<file path="src/cpu_cfg.svh">
// ~~~~~~~~~~~~~~~~~~~~~~~~~~~~~~~~~~~~~~~~~~~~~~~~~~~~~~~~~~~~~~~~~~~
// sizes of the internal data memory.
// DMEM_AW must equal log2 of DMEM_WORDS. Addresses wrap modulo the depth.
// ~~~~~~~~~~~~~~~~~~~~~~~~~~~~~~~~~~~~~~~~~~~~~~~~~~~~~~~~~~~~~~~~~~~

`ifndef CPU_CFG_SVH
`define CPU_CFG_SVH

// number of 32-bit words in the data memory.
`define DMEM_WORDS 64

// word address width, the byte address uses bits above bit 1.
`define DMEM_AW 6

`endif
</file>
<file path="src/cpu_types_pkg.sv">
// ~~~~~~~~~~~~~~~~~~~~~~~~~~~~~~~~~~~~~~~~~~~~~~~~~~~~~~~~~~~~~~~~~~~
// shared types and encodings of the MIPS-style integer pipeline.
// Only word accesses and the opcodes listed here are supported.
// ~~~~~~~~~~~~~~~~~~~~~~~~~~~~~~~~~~~~~~~~~~~~~~~~~~~~~~~~~~~~~~~~~~~

package cpu_types_pkg;

	typedef logic [31:0] word_t;
	typedef logic [4:0] regbits_t;

	typedef enum logic [3:0] {
		ALU_ADD = 4'd0,
		ALU_SUB = 4'd1,
		ALU_AND = 4'd2,
		ALU_OR  = 4'd3,
		ALU_XOR = 4'd4,
		ALU_SLT = 4'd5,
		ALU_SLL = 4'd6,
		ALU_LUI = 4'd7
	} aluop_t;

	// selects which instruction field names the writeback register.
	typedef enum logic {
		SEL_RD = 1'b0,
		SEL_RT = 1'b1
	} reg_dest_mux_selection;

	// ~~~~~~~~~~~~~~~~~~~~~~~~~~~~~~~~~~~~~~~~~~~~~~~~~~~~~~~~~~~~~~~~~~~
	// opcode and funct encodings.
	// ~~~~~~~~~~~~~~~~~~~~~~~~~~~~~~~~~~~~~~~~~~~~~~~~~~~~~~~~~~~~~~~~~~~
	localparam logic [5:0] OP_RTYPE = 6'h00;
	localparam logic [5:0] OP_ADDI  = 6'h08;
	localparam logic [5:0] OP_ANDI  = 6'h0C;
	localparam logic [5:0] OP_ORI   = 6'h0D;
	localparam logic [5:0] OP_LUI   = 6'h0F;
	localparam logic [5:0] OP_LW    = 6'h23;
	localparam logic [5:0] OP_SW    = 6'h2B;
	localparam logic [5:0] OP_HALT  = 6'h3F;

	localparam logic [5:0] FN_SLL = 6'h00;
	localparam logic [5:0] FN_ADD = 6'h20;
	localparam logic [5:0] FN_SUB = 6'h22;
	localparam logic [5:0] FN_AND = 6'h24;
	localparam logic [5:0] FN_OR  = 6'h25;
	localparam logic [5:0] FN_XOR = 6'h26;
	localparam logic [5:0] FN_SLT = 6'h2A;

	typedef struct packed {
		logic [5:0] opcode;
		regbits_t   rs;
		regbits_t   rt;
		regbits_t   rd;
		logic [4:0] shamt;
		logic [5:0] funct;
	} rtype_t;

	typedef struct packed {
		logic [5:0]  opcode;
		regbits_t    rs;
		regbits_t    rt;
		logic [15:0] imm;
	} itype_t;

	// the same instruction word seen as R-type or as I-type.
	typedef union packed {
		rtype_t r;
		itype_t i;
	} instr_u;

endpackage

</file>
<file path="src/ex_mem_reg_if.sv">
// ~~~~~~~~~~~~~~~~~~~~~~~~~~~~~~~~~~~~~~~~~~~~~~~~~~~~~~~~~~~~~~~~~~~
// ID/EX fields into the EX/MEM register and EX/MEM fields out of it.
// ~~~~~~~~~~~~~~~~~~~~~~~~~~~~~~~~~~~~~~~~~~~~~~~~~~~~~~~~~~~~~~~~~~~

`timescale 1ns/1ps

interface ex_mem_reg_if import cpu_types_pkg::*; ();

	// decoded ID/EX side and pipeline control.
	logic                  WEN_ID_EX;
	reg_dest_mux_selection reg_dest_ID_EX;
	aluop_t                alu_op_ID_EX;
	regbits_t              Rt_ID_EX;
	regbits_t              Rd_ID_EX;
	logic                  dREN_ID_EX;
	logic                  dWEN_ID_EX;
	logic                  halt_ID_EX;
	logic                  enable_EX_MEM;
	logic                  flush_EX_MEM;
	logic                  mem_commit;

	// execute results.
	word_t result;
	word_t rdat2;

	// latched EX/MEM side.
	word_t                 dmemaddr_EX_MEM;
	word_t                 dmemstore_EX_MEM;
	word_t                 result_EX_MEM;
	logic                  WEN_EX_MEM;
	reg_dest_mux_selection reg_dest_EX_MEM;
	regbits_t              Rt_EX_MEM;
	regbits_t              Rd_EX_MEM;
	logic                  dmemREN;
	logic                  dmemWEN;
	logic                  halt_EX_MEM;

	modport ctl (
		output WEN_ID_EX, reg_dest_ID_EX, alu_op_ID_EX, Rt_ID_EX, Rd_ID_EX,
		output dREN_ID_EX, dWEN_ID_EX, halt_ID_EX,
		output enable_EX_MEM, flush_EX_MEM, mem_commit
	);

	modport alu (
		input  alu_op_ID_EX,
		output result, rdat2
	);

	modport regs (
		input  WEN_ID_EX, reg_dest_ID_EX, Rt_ID_EX, Rd_ID_EX,
		input  dREN_ID_EX, dWEN_ID_EX, halt_ID_EX,
		input  enable_EX_MEM, flush_EX_MEM, result, rdat2,
		output dmemaddr_EX_MEM, dmemstore_EX_MEM, result_EX_MEM, WEN_EX_MEM,
		output reg_dest_EX_MEM, Rt_EX_MEM, Rd_EX_MEM, dmemREN, dmemWEN, halt_EX_MEM
	);

	modport mem (
		input dmemaddr_EX_MEM, dmemstore_EX_MEM, result_EX_MEM, WEN_EX_MEM,
		input reg_dest_EX_MEM, Rt_EX_MEM, Rd_EX_MEM, dmemREN, dmemWEN, halt_EX_MEM,
		input mem_commit
	);

endinterface

</file>
<file path="src/exec_pipe.sv">
// ~~~~~~~~~~~~~~~~~~~~~~~~~~~~~~~~~~~~~~~~~~~~~~~~~~~~~~~~~~~~~~~~~~~
// execute to writeback top level. Writeback follows issue by two
// cycles plus one per stall cycle. No forwarding between instructions.
// ~~~~~~~~~~~~~~~~~~~~~~~~~~~~~~~~~~~~~~~~~~~~~~~~~~~~~~~~~~~~~~~~~~~

`timescale 1ns/1ps

module exec_pipe (
	input  logic        CLK,
	input  logic        nRST,
	input  logic [31:0] instr,
	input  logic [31:0] rdat1,
	input  logic [31:0] rdat2,
	input  logic        issue,
	input  logic        stall,
	input  logic        kill,
	output logic        wb_wen,
	output logic [4:0]  wb_reg,
	output logic [31:0] wb_data,
	output logic        halted
);

	logic        alu_src;
	logic        zero_ext;
	logic        wb_halt;
	logic [31:0] mem_rdata;

	ex_mem_reg_if ex_mem_regif ();

	pipe_control i_pipe_control (
		.CLK          (CLK),
		.nRST         (nRST),
		.instr        (instr),
		.issue        (issue),
		.stall        (stall),
		.kill         (kill),
		.wb_halt      (wb_halt),
		.halted       (halted),
		.alu_src      (alu_src),
		.zero_ext     (zero_ext),
		.ex_mem_regif (ex_mem_regif.ctl)
	);

	exec_alu i_exec_alu (
		.ex_mem_regif (ex_mem_regif.alu),
		.rdat1        (rdat1),
		.rdat2_in     (rdat2),
		.instr        (instr),
		.alu_src      (alu_src),
		.zero_ext     (zero_ext)
	);

	ex_mem_reg i_ex_mem_reg (
		.CLK          (CLK),
		.nRST         (nRST),
		.ex_mem_regif (ex_mem_regif.regs)
	);

	data_mem i_data_mem (
		.CLK          (CLK),
		.nRST         (nRST),
		.ex_mem_regif (ex_mem_regif.mem),
		.rdata        (mem_rdata)
	);

	mem_wb_reg i_mem_wb_reg (
		.CLK          (CLK),
		.nRST         (nRST),
		.ex_mem_regif (ex_mem_regif.mem),
		.rdata        (mem_rdata),
		.wb_wen       (wb_wen),
		.wb_reg       (wb_reg),
		.wb_data      (wb_data),
		.wb_halt      (wb_halt)
	);

endmodule

</file>
<file path="src/mem_wb_reg.sv">
// ~~~~~~~~~~~~~~~~~~~~~~~~~~~~~~~~~~~~~~~~~~~~~~~~~~~~~~~~~~~~~~~~~~~
// MEM/WB register driving the writeback ports. Writes to register 0
// are dropped. wb_reg and wb_data are valid only with wb_wen.
// ~~~~~~~~~~~~~~~~~~~~~~~~~~~~~~~~~~~~~~~~~~~~~~~~~~~~~~~~~~~~~~~~~~~

`timescale 1ns/1ps

module mem_wb_reg import cpu_types_pkg::*; (
	input  logic      CLK,
	input  logic      nRST,
	ex_mem_reg_if.mem ex_mem_regif,
	input  word_t     rdata,
	output logic      wb_wen,
	output regbits_t  wb_reg,
	output word_t     wb_data,
	output logic      wb_halt
);

	regbits_t dest;
	logic     wen_nxt;

	assign dest = (ex_mem_regif.reg_dest_EX_MEM == SEL_RT) ? ex_mem_regif.Rt_EX_MEM
		: ex_mem_regif.Rd_EX_MEM;

	// without a commit this stage takes a bubble.
	assign wen_nxt = ex_mem_regif.mem_commit & ex_mem_regif.WEN_EX_MEM & (dest != '0);

	always_ff @(posedge CLK, negedge nRST) begin
		if (!nRST) begin
			wb_wen <= 1'b0;
			wb_halt <= 1'b0;
		end else begin
			wb_wen <= wen_nxt;
			wb_halt <= ex_mem_regif.mem_commit & ex_mem_regif.halt_EX_MEM;
		end
	end

	always_ff @(posedge CLK) begin
		wb_reg <= dest;
		if (ex_mem_regif.dmemREN) begin
			wb_data <= rdata;
		end else begin
			wb_data <= ex_mem_regif.result_EX_MEM;
		end
	end

endmodule

</file>
<file path="src/data_mem.sv">
// ~~~~~~~~~~~~~~~~~~~~~~~~~~~~~~~~~~~~~~~~~~~~~~~~~~~~~~~~~~~~~~~~~~~
// word-addressed data memory, combinational read and clocked write.
// Byte address bits 1:0 are ignored and upper bits wrap.
// ~~~~~~~~~~~~~~~~~~~~~~~~~~~~~~~~~~~~~~~~~~~~~~~~~~~~~~~~~~~~~~~~~~~

`timescale 1ns/1ps

`include "cpu_cfg.svh"

module data_mem import cpu_types_pkg::*; (
	input  logic      CLK,
	input  logic      nRST,
	ex_mem_reg_if.mem ex_mem_regif,
	output word_t     rdata
);

	word_t                 mem [`DMEM_WORDS];
	logic [`DMEM_AW-1:0] waddr;

	assign waddr = ex_mem_regif.dmemaddr_EX_MEM[`DMEM_AW+1:2];
	assign rdata = mem[waddr];

	// a stalled store waits for mem_commit so it writes once.
	always_ff @(posedge CLK, negedge nRST) begin
		if (!nRST) begin
			mem <= '{default: '0};
		end else if (ex_mem_regif.dmemWEN && ex_mem_regif.mem_commit) begin
			mem[waddr] <= ex_mem_regif.dmemstore_EX_MEM;
		end
	end

endmodule

</file>
<file path="src/ex_mem_reg.sv">
// ~~~~~~~~~~~~~~~~~~~~~~~~~~~~~~~~~~~~~~~~~~~~~~~~~~~~~~~~~~~~~~~~~~~
// EX/MEM pipeline register. Flush wins over enable; with neither the
// register holds. Reset and flush both leave a bubble.
// ~~~~~~~~~~~~~~~~~~~~~~~~~~~~~~~~~~~~~~~~~~~~~~~~~~~~~~~~~~~~~~~~~~~

`timescale 1ns/1ps

module ex_mem_reg import cpu_types_pkg::*; (
	input  logic       CLK,
	input  logic       nRST,
	ex_mem_reg_if.regs ex_mem_regif
);

	logic                  wen_reg, wen_nxt;
	logic                  dren_reg, dren_nxt;
	logic                  dwen_reg, dwen_nxt;
	logic                  halt_reg, halt_nxt;
	reg_dest_mux_selection reg_dest_reg, reg_dest_nxt;
	regbits_t              rt_reg, rt_nxt;
	regbits_t              rd_reg, rd_nxt;
	word_t                 result_reg, result_nxt;
	word_t                 rdat2_reg, rdat2_nxt;

	// the memory address and the writeback value are the same ALU result.
	assign ex_mem_regif.dmemaddr_EX_MEM = result_reg;
	assign ex_mem_regif.result_EX_MEM = result_reg;
	assign ex_mem_regif.dmemstore_EX_MEM = rdat2_reg;
	assign ex_mem_regif.WEN_EX_MEM = wen_reg;
	assign ex_mem_regif.reg_dest_EX_MEM = reg_dest_reg;
	assign ex_mem_regif.Rt_EX_MEM = rt_reg;
	assign ex_mem_regif.Rd_EX_MEM = rd_reg;
	assign ex_mem_regif.dmemREN = dren_reg;
	assign ex_mem_regif.dmemWEN = dwen_reg;
	assign ex_mem_regif.halt_EX_MEM = halt_reg;

	always_comb begin
		// hold by default.
		wen_nxt = wen_reg;
		dren_nxt = dren_reg;
		dwen_nxt = dwen_reg;
		halt_nxt = halt_reg;
		reg_dest_nxt = reg_dest_reg;
		rt_nxt = rt_reg;
		rd_nxt = rd_reg;
		result_nxt = result_reg;
		rdat2_nxt = rdat2_reg;

		if (ex_mem_regif.flush_EX_MEM) begin
			wen_nxt = 1'b0;
			dren_nxt = 1'b0;
			dwen_nxt = 1'b0;
			halt_nxt = 1'b0;
			reg_dest_nxt = SEL_RD;
			rt_nxt = '0;
			rd_nxt = '0;
			result_nxt = '0;
			rdat2_nxt = '0;
		end else if (ex_mem_regif.enable_EX_MEM) begin
			wen_nxt = ex_mem_regif.WEN_ID_EX;
			dren_nxt = ex_mem_regif.dREN_ID_EX;
			dwen_nxt = ex_mem_regif.dWEN_ID_EX;
			halt_nxt = ex_mem_regif.halt_ID_EX;
			reg_dest_nxt = ex_mem_regif.reg_dest_ID_EX;
			rt_nxt = ex_mem_regif.Rt_ID_EX;
			rd_nxt = ex_mem_regif.Rd_ID_EX;
			result_nxt = ex_mem_regif.result;
			rdat2_nxt = ex_mem_regif.rdat2;
		end
	end

	always_ff @(posedge CLK, negedge nRST) begin
		if (!nRST) begin
			wen_reg <= 1'b0;
			dren_reg <= 1'b0;
			dwen_reg <= 1'b0;
			halt_reg <= 1'b0;
			reg_dest_reg <= SEL_RD;
			rt_reg <= '0;
			rd_reg <= '0;
			result_reg <= '0;
			rdat2_reg <= '0;
		end else begin
			wen_reg <= wen_nxt;
			dren_reg <= dren_nxt;
			dwen_reg <= dwen_nxt;
			halt_reg <= halt_nxt;
			reg_dest_reg <= reg_dest_nxt;
			rt_reg <= rt_nxt;
			rd_reg <= rd_nxt;
			result_reg <= result_nxt;
			rdat2_reg <= rdat2_nxt;
		end
	end

endmodule

</file>
<file path="src/pipe_control.sv">
// ~~~~~~~~~~~~~~~~~~~~~~~~~~~~~~~~~~~~~~~~~~~~~~~~~~~~~~~~~~~~~~~~~~~
// instruction decode and EX/MEM control. Unknown encodings become a
// no-write bubble. halted is sticky until reset.
// ~~~~~~~~~~~~~~~~~~~~~~~~~~~~~~~~~~~~~~~~~~~~~~~~~~~~~~~~~~~~~~~~~~~

`timescale 1ns/1ps

module pipe_control import cpu_types_pkg::*; (
	input  logic      CLK,
	input  logic      nRST,
	input  instr_u    instr,
	input  logic      issue,
	input  logic      stall,
	input  logic      kill,
	input  logic      wb_halt,
	output logic      halted,
	output logic      alu_src,
	output logic      zero_ext,
	ex_mem_reg_if.ctl ex_mem_regif
);

	// register fields are taken straight from the word.
	assign ex_mem_regif.Rt_ID_EX = instr.i.rt;
	assign ex_mem_regif.Rd_ID_EX = instr.r.rd;

	always_comb begin
		ex_mem_regif.alu_op_ID_EX = ALU_ADD;
		ex_mem_regif.reg_dest_ID_EX = SEL_RT;
		ex_mem_regif.WEN_ID_EX = 1'b0;
		ex_mem_regif.dREN_ID_EX = 1'b0;
		ex_mem_regif.dWEN_ID_EX = 1'b0;
		ex_mem_regif.halt_ID_EX = 1'b0;
		alu_src = 1'b1;
		zero_ext = 1'b0;

		case (instr.r.opcode)
			OP_RTYPE: begin
				ex_mem_regif.reg_dest_ID_EX = SEL_RD;
				ex_mem_regif.WEN_ID_EX = 1'b1;
				alu_src = 1'b0;
				case (instr.r.funct)
					FN_ADD:  ex_mem_regif.alu_op_ID_EX = ALU_ADD;
					FN_SUB:  ex_mem_regif.alu_op_ID_EX = ALU_SUB;
					FN_AND:  ex_mem_regif.alu_op_ID_EX = ALU_AND;
					FN_OR:   ex_mem_regif.alu_op_ID_EX = ALU_OR;
					FN_XOR:  ex_mem_regif.alu_op_ID_EX = ALU_XOR;
					FN_SLT:  ex_mem_regif.alu_op_ID_EX = ALU_SLT;
					FN_SLL:  ex_mem_regif.alu_op_ID_EX = ALU_SLL;
					default: ex_mem_regif.WEN_ID_EX = 1'b0;
				endcase
			end
			OP_ADDI: ex_mem_regif.WEN_ID_EX = 1'b1;
			OP_ANDI: begin
				ex_mem_regif.alu_op_ID_EX = ALU_AND;
				ex_mem_regif.WEN_ID_EX = 1'b1;
				zero_ext = 1'b1;
			end
			OP_ORI: begin
				ex_mem_regif.alu_op_ID_EX = ALU_OR;
				ex_mem_regif.WEN_ID_EX = 1'b1;
				zero_ext = 1'b1;
			end
			OP_LUI: begin
				ex_mem_regif.alu_op_ID_EX = ALU_LUI;
				ex_mem_regif.WEN_ID_EX = 1'b1;
			end
			OP_LW: begin
				ex_mem_regif.WEN_ID_EX = 1'b1;
				ex_mem_regif.dREN_ID_EX = 1'b1;
			end
			OP_SW:   ex_mem_regif.dWEN_ID_EX = 1'b1;
			OP_HALT: ex_mem_regif.halt_ID_EX = 1'b1;
			default: ex_mem_regif.WEN_ID_EX = 1'b0;
		endcase
	end

	// ~~~~~~~~~~~~~~~~~~~~~~~~~~~~~~~~~~~~~~~~~~~~~~~~~~~~~~~~~~~~~~~~~~~
	// pipeline control.
	// ~~~~~~~~~~~~~~~~~~~~~~~~~~~~~~~~~~~~~~~~~~~~~~~~~~~~~~~~~~~~~~~~~~~

	// a stall holds EX/MEM and blocks the commit, so flush only acts unstalled.
	assign ex_mem_regif.enable_EX_MEM = ~stall;
	assign ex_mem_regif.flush_EX_MEM = ~stall & (~issue | kill | halted);
	assign ex_mem_regif.mem_commit = ~stall;

	always_ff @(posedge CLK, negedge nRST) begin
		if (!nRST) begin
			halted <= 1'b0;
		end else if (wb_halt) begin
			halted <= 1'b1;
		end
	end

endmodule

</file>
<file path="src/exec_alu.sv">
// ~~~~~~~~~~~~~~~~~~~~~~~~~~~~~~~~~~~~~~~~~~~~~~~~~~~~~~~~~~~~~~~~~~~
// combinational execute stage. No overflow trap on ADD or SUB.
// ~~~~~~~~~~~~~~~~~~~~~~~~~~~~~~~~~~~~~~~~~~~~~~~~~~~~~~~~~~~~~~~~~~~

`timescale 1ns/1ps

module exec_alu import cpu_types_pkg::*; (
	ex_mem_reg_if.alu ex_mem_regif,
	input  word_t     rdat1,
	input  word_t     rdat2_in,
	input  instr_u    instr,
	input  logic      alu_src,
	input  logic      zero_ext
);

	word_t imm_ext;
	word_t opb;

	// immediates are sign extended except for the logical I-type ops.
	assign imm_ext = zero_ext ? {16'h0000, instr.i.imm}
		: {{16{instr.i.imm[15]}}, instr.i.imm};

	assign opb = alu_src ? imm_ext : rdat2_in;

	always_comb begin
		case (ex_mem_regif.alu_op_ID_EX)
			ALU_ADD: ex_mem_regif.result = rdat1 + opb;
			ALU_SUB: ex_mem_regif.result = rdat1 - opb;
			ALU_AND: ex_mem_regif.result = rdat1 & opb;
			ALU_OR:  ex_mem_regif.result = rdat1 | opb;
			ALU_XOR: ex_mem_regif.result = rdat1 ^ opb;
			ALU_SLT: ex_mem_regif.result = {31'd0, $signed(rdat1) < $signed(opb)};
			// the shift amount comes from the instruction, not a register.
			ALU_SLL: ex_mem_regif.result = opb << instr.r.shamt;
			ALU_LUI: ex_mem_regif.result = {instr.i.imm, 16'h0000};
			default: ex_mem_regif.result = '0;
		endcase
	end

	// the second operand is the store data for SW.
	assign ex_mem_regif.rdat2 = rdat2_in;

endmodule

</file>
<file path="config.mk">
export PLATFORM = sky130hd
export DESIGN_NAME = exec_pipe
export DESIGN_NICKNAME = d
export VERILOG_FILES = /design/src/cpu_types_pkg.sv /design/src/ex_mem_reg_if.sv /design/src/exec_pipe.sv /design/src/mem_wb_reg.sv /design/src/data_mem.sv /design/src/ex_mem_reg.sv /design/src/pipe_control.sv /design/src/exec_alu.sv
export VERILOG_INCLUDE_DIRS = /design/src /design/src/src
export SDC_FILE = /design/constraint.sdc
export NUM_CORES = 2
export LEC_CHECK = 0
export BUFFER_PORTS_ARGS = -buffer_cell sky130_fd_sc_hd__buf_2
export CAP_MARGIN = 20
export CORE_MARGIN = 2
export CORE_UTILIZATION = 55
export CTS_BUF_LIST = sky130_fd_sc_hd__clkbuf_8
export DETAILED_ROUTE_END_ITERATION = 12
export PLACE_DENSITY = 0.74
export SKIP_CTS_REPAIR_TIMING = 1
export SLEW_MARGIN = 25
export SYNTH_ARGS = -nofsm -noshare
export SYNTH_HDL_FRONTEND = slang
export SYNTH_SLANG_ARGS = --single-unit
</file>
<file path="constraint.sdc">
create_clock -name CLK -period 4.6 [get_ports CLK]
set_input_delay 0.23 -clock CLK [delete_from_list [all_inputs] [get_ports CLK]]
set_output_delay 0.23 -clock CLK [all_outputs]
set_load 0.02 [all_outputs]
</file>
After elaboration in Yosys (flattened, before gate mapping)
Index checks and enable logic that the tools add are counted.
{"block": "word_totals", "reg_bits": 2167, "elab_cells": 164, "output_inout_bits": 39, "inputBits": 101}
{"block": "classes", "n_eq_ne": 21, "magnitude_cmp": 3, "n_mux": 38, "shift": 1, "bitwise_logic": 12, "addsub": 2, "n_reduce_logical": 9}
{"op": "bitwise mux 2048 bit", "count": 1}
{"op": "2-to-1 mux 32 bit", "count": 10}
{"op": "one-hot mux 32 bit (8 select lines)", "count": 1}
{"op": "binary-select mux 32 bit (select 6 bit)", "count": 1}
{"op": "demux 32 bit (select 6 bit)", "count": 1}
{"op": "== test 6 bit (second input constant)", "count": 9}
{"op": "adder 32 bit", "count": 1}
{"op": "AND 32 bit", "count": 1}
{"op": "< comparator 32 bit", "count": 1}
{"op": "bitwise OR 32 bit", "count": 1}
{"op": "<< shifter 32 x 5 -> 32 bit", "count": 1}
{"op": "subtractor 32 bit", "count": 1}
{"op": "bitwise XOR 32 bit", "count": 1}
{"op": "2-to-1 mux 5 bit", "count": 5}
{"op": "== test 6 x 4 -> 1 bit (second input constant)", "count": 4}
{"op": "one-hot mux 3 bit (6 select lines)", "count": 1}
{"op": "== test 4 x 3 -> 1 bit (second input constant)", "count": 4}
{"op": "2-to-1 mux 1 bit", "count": 16}
{"op": "one-hot mux 4 bit (4 select lines)", "count": 1}
{"op": "logical NOT 6 bit", "count": 2}
{"op": "== test 4 x 2 -> 1 bit (second input constant)", "count": 2}
{"op": ">= comparator 7 bit (second input constant)", "count": 1}
{"op": "< comparator 7 x 1 -> 1 bit (second input constant)", "count": 1}
{"op": "NOT 6 -> 7 bit", "count": 1}
{"op": "12 further kinds", "count": 18}

Longest topological paths before layout
{"block": "depth", "word_depth": 9, "mapped_depth": 21, "depth_no_buf": 15}

Modules after synthesis
From an unflattened synthesis, not the netlist that was laid out.
{"block": "unflattened", "cells_unflattened": 8460, "area_unflattened_um2": 104831.8}
{"mod": "data_mem", "seq_area_each_um2": 51249.2, "cells_per_inst": 6870, "instances": 1, "area_each_um2": 92083.3}
{"mod": "exec_alu", "seq_area_each_um2": 0.0, "cells_per_inst": 1162, "instances": 1, "area_each_um2": 7633.6}
{"mod": "ex_mem_reg", "seq_area_each_um2": 1976.9, "cells_per_inst": 287, "instances": 1, "area_each_um2": 3424.5}
{"mod": "mem_wb_reg", "seq_area_each_um2": 790.8, "cells_per_inst": 83, "instances": 1, "area_each_um2": 1256.2}
{"mod": "pipe_control", "seq_area_each_um2": 25.0, "cells_per_inst": 58, "instances": 1, "area_each_um2": 434.2}

Worst setup path before layout
OpenSTA, ideal clock, no wires.
{"block": "synth_path", "kind": "input port to flip-flop", "start": "input instr[27]", "end": "register i_ex_mem_reg.result_reg[21], in the netlist i_ex_mem_reg.ex_mem_regif.dmemaddr_EX_MEM[21]", "n_path_buf": 6, "slack_ps": -782, "arrival_time_ps": 5251, "setup_ps": 131, "stages": 20, "path_cell_list": "buf_2 or4_1 clkbuf_1 nor2_1 clkbuf_1 buf_1 buf_1 a21o_1 inv_1 ha_1 buf_6 or4_4 or4_1 or4_1 or4_1 or3b_1 a2111oi_1 or3_1 a21oi_1 o21ai_1"}
{"block": "synth_between", "elab_chain_cells": 9, "word_cells_on_any_way": 26, "cone_classes": "add/sub: 2; eq/ne: 10; shift: 1; mux: 7; bitwise: 3; reduce/logical: 3"}
{"element": "start: declaration", "line": "exec_pipe.sv:11", "rtl": "input logic [31:0] instr,"}
{"element": "== test 6 x 4 -> 1 bit", "line": "pipe_control.sv:36", "rtl": "case (instr.r.opcode)"}
{"element": "OR reduction 2 bit (no source line)"}
{"element": "2-to-1 mux 1 bit", "line": "pipe_control.sv:36"}
{"element": "2-to-1 mux 32 bit", "line": "exec_alu.sv:20", "rtl": "assign imm_ext = zero_ext ? {16'h0000, instr.i.imm}"}
{"element": "2-to-1 mux 32 bit", "line": "exec_alu.sv:23", "rtl": "assign opb = alu_src ? imm_ext : rdat2_in;"}
{"element": "subtractor 32 bit (tied with other cells)", "line": "exec_alu.sv:28", "rtl": "ALU_SUB: ex_mem_regif.result = rdat1 - opb;"}
{"element": "one-hot mux 32 bit (8 select lines) *", "line": "exec_alu.sv:26", "rtl": "case (ex_mem_regif.alu_op_ID_EX)"}
{"element": "2-to-1 mux 32 bit *", "line": "ex_mem_reg.sv:58", "rtl": "end else if (ex_mem_regif.enable_EX_MEM) begin"}
{"element": "2-to-1 mux 32 bit *", "line": "ex_mem_reg.sv:48", "rtl": "if (ex_mem_regif.flush_EX_MEM) begin"}
{"element": "end signal: assignment", "line": "ex_mem_reg.sv:90", "rtl": "result_reg <= result_nxt;"}
{"element": "end: declaration", "line": "ex_mem_reg.sv:21", "rtl": "word_t result_reg, result_nxt;"}
Every way passes the cells marked *; elsewhere a longest branch is shown, timed or not. The select of a mux whose other input is x is not followed.
A chain may end at the register's enable or synchronous reset.

Worst setup path in the final report
{"block": "layout_path", "start": "input instr[29]", "end": "register i_ex_mem_reg.result_reg[24], in the netlist i_ex_mem_reg.ex_mem_regif.dmemaddr_EX_MEM[24]"}
The elaborated chain is that of the path after synthesis.

==> metrics.yaml <==
cts:
  cts_buffers: 364
  worstSkewPairLatency_ns: 1.11
  clockBufferDepth: 4
  path_clk_slew_ns: 0.07
  cts_tree: "yes"
  clock-root-buffer: "clkbuf_8"
  htreeDepth: 5
  cts.sinks: 2167
global_route:
  grt_usage_pct: 37.8
  grt_pass1_vias: 75000
  grt_overflow: 0
  grt_pass1_wl_um: 514000
  grt_max_degree: 133
  antenna_found_initial: 16
route:
  vias_per_cell: 6.87
  drc_errors: 0
  firstDrtPassIters: 6
  num_vias: 73800
  final_antenna_net_count: 0
  drt_iter0_drc: 8211
  routed_wl_um: 354000
  wl_per_cell_um: 33.0
layout:
  largest_reg_flops: 2048
  area_growth_pct: 14.6
  fin_cells: 10700
  largest-register: "i_data_mem.mem"
  final_common_cell: "dfrtp_1"
  utilization_pct: 63.3
  drive_gt1_share_pct: 40.4
  finish.instance_area_mm2: 0.114
  nets: 8308
  layout_common_cells: "dfrtp_1, mux2_2, a22oi_1, clkbuf_8, buf_4"
power:
  switching_share_pct: 26.3
  ir_worst_vdd_uv: 320
  p_total_mw: 39.8
  power_switching_mw: 10.5
  cellPowerDensity_mw_per_mm2: 349
  combPwrFrac_pct: 8.1
  clock_power_share_pct: 42.9
  internal_power_mw: 29.3
  seq_power_share_pct: 49.0
  p_leak_nw: 54.8
floorplanning:
  io_pins: 140
  core_mm2: 0.180
  rows: 156
  die_w_um: 430
  die_area_mm2: 0.185
  start_util_pct: 55.2
  die_y_um: 430
setup_path:
  crit_fanout: 12
  slowest_stage: "or4_1"
  start_kind: "input pin"
  arrival_ns: 5.58
  critPathKind: "in2reg"
  reg2reg_slack_ns: 0.58
  cp-end-kind: "flop"
  critPathMostFrequentCell: "buf_4"
  required_ns: 5.61
  max_stage_delay_ns: 0.59
  crit_chain: "dlygate4sd3_1, buf_2, or4_1, nor2_4, buf_4, buf_12, a21o_1, inv_1, ha_1, buf_4, and3_1, buf_4, buf_4, a221oi_1, buf_4, o21ai_0, nor3_1, a21oi_1, or4_1, nand3_1, dlygate4sd3_1, o21ai_1, a31oi_1"
sta:
  fin_skew_ns: 0.121
  hold_viol: 8
  finalSetupTns_ns: 0
  tightest_slew_ns: 1.12
  layout_setup_ws_ns: 0.0367
  fmax_mhz: 219
  fin_crit_ns: 4.56
  drv_slew: 0
  setup_viol: 0
  hold_ws_ns: -0.0269
  slew_headroom_pct: 25.5
  fin_crit_sh_pct: 99.2
yosys:
  syn_area_per_cell_um2: 12.8
  netlist_instances: 7758
  seq_area_frac_synth_pct: 54.2
  netlist-cell-type-count: 89
  synth_async_sr_flop_share_pct: 98.3
  yosysWarnings: 0
  ys_ff_latch: 2167
  synthFlopType: "dfrtp_1"
  syn-num-nets: 7961
  synth_edf_count: 0
  syn_area_mm2: 0.0996
status:
  failed_checks: "negative hold slack"
  status: "complete, but fails checks"
job:
  cap_violations: 0
place:
  place.gp.congestion: 0.960
  dpl_cell_area_mm2: 0.106
  placed_cells: 9979
  dp_hpwl_um: 220000
  port_buffers: 134
  dp_slack_ns: -0.320
hold_path:
  hold_path.class: "in2reg"
==> final cells by class <==
type                       instances  area (um^2)
antenna                            8         20.0
clock buffer                     460         6330
clock inverter                   159          831
fill                           13700        66200
inverter                         102          383
multi-input combinational       4695        42800
sequential                      2167        54100
tap                             2370         2970
timing repair buffer             775         6740
==> cell usage after synthesis (6+ instances only) <==
cell type	n	share of area [%]
a221oi_1	225	2.0
a211oi_1	28	0.21
ha_1	100	1.3
nand2b_1	15	0.094
nor3b_1	8	0.060
mux4_2	17	0.38
nor4_1	39	0.24
a222oi_1	6	0.060
inv_1	98	0.37
dfrtp_1	2130	53
nand3b_1	6	0.045
o2111ai_1	9	0.079
or4_1	10	0.075
a21o_1	31	0.23
or3_1	10	0.063
a22oi_1	617	4.6
o21bai_1	12	0.090
o211ai_1	26	0.20
buf_1	147	0.55
mux2_2	2063	23
nor3_1	34	0.17
a41oi_1	22	0.19
o21a_1	7	0.053
o31ai_1	9	0.068
and2_1	10	0.063
a31oi_1	203	1.3
nand3_1	41	0.21
and3_1	12	0.075
o221ai_1	13	0.11
o21ai_1	18	0.090
mux2i_1	48	0.48
o21ai_0	68	0.34
clkbuf_1	640	2.4
nor2_1	198	0.75
nor2b_1	21	0.13
o22ai_1	12	0.075
a22o_1	267	2.3
or2_2	10	0.063
a21oi_1	161	0.81
dfxtp_1	37	0.74
nand4_1	63	0.40
nand2_1	139	0.52
a211o_1	8	0.070
xnor2_1	27	0.24
==> kinds of logic after synthesis <==
group	after synthesis	share of synthesized area [%]
and+or+nand+nor	635	3.15
muxes	2128	24.2
AOI/OAI and AO/OA	1801	13.5
xor gates and xnor gates	29	0.255
adders and majority gates	102	1.30
buffers and inverters	896	3.40
DFF	2167	54.2
==> per-layer routing <==
metal	vias to the layer above	track usage, %	share of wire (%)
met5	-	0	0.040
li1	29900	-	-
met2	4198	56.1	44
met1	38600	50.2	39
met4	22	21.1	6.4
met3	1110	10.5	11
==> final timing paths <==
path / depth (start not counted) / end / start
worst min register to register: 1 / i_pipe_control.halted$_DFFE_PN0P_ / i_mem_wb_reg.wb_halt$_DFF_PN0_
min in group asynchronous: 4 / i_data_mem.mem[475]$_DFFE_PN0P_ / nRST
worst max register to register: 8 / i_mem_wb_reg.wb_data[1]$_DFF_P_ / i_ex_mem_reg.ex_mem_regif.dmemaddr_EX_MEM[3]$_DFFE_PN0P_
worst min-delay path: 6 / i_ex_mem_reg.ex_mem_regif.dmemaddr_EX_MEM[28]$_DFFE_PN0P_ / rdat1[26]
worst max-delay path: 23 / i_ex_mem_reg.ex_mem_regif.dmemaddr_EX_MEM[24]$_DFFE_PN0P_ / instr[29]
max in group asynchronous: 4 / i_data_mem.mem[711]$_DFFE_PN0P_ / nRST
==> power by group through the flow <==
| stage | registers, mW | logic [mW] | clock network (mW) |
|---|---|---|---|
| global route | 19.5 | 3.37 | 18.1 |
| global placement | 19.8 | 3.03 | 0 |
| detailed placement | 19.8 | 3.05 | 0 |
| floorplan | 19.6 | 1.42 | 0 |
| CTS | 19.5 | 3.06 | 17.2 |
| finish | 19.5 | 3.23 | 17.1 |
==> worst max-delay path: cells and delay by family <==
family          cells  cell delay (ns)
buf+inv            10             2.21
simple gates        6             1.83
compound gates      6             1.00
fa+ha+maj           1             0.30
(Power assumes the default switching activity.)
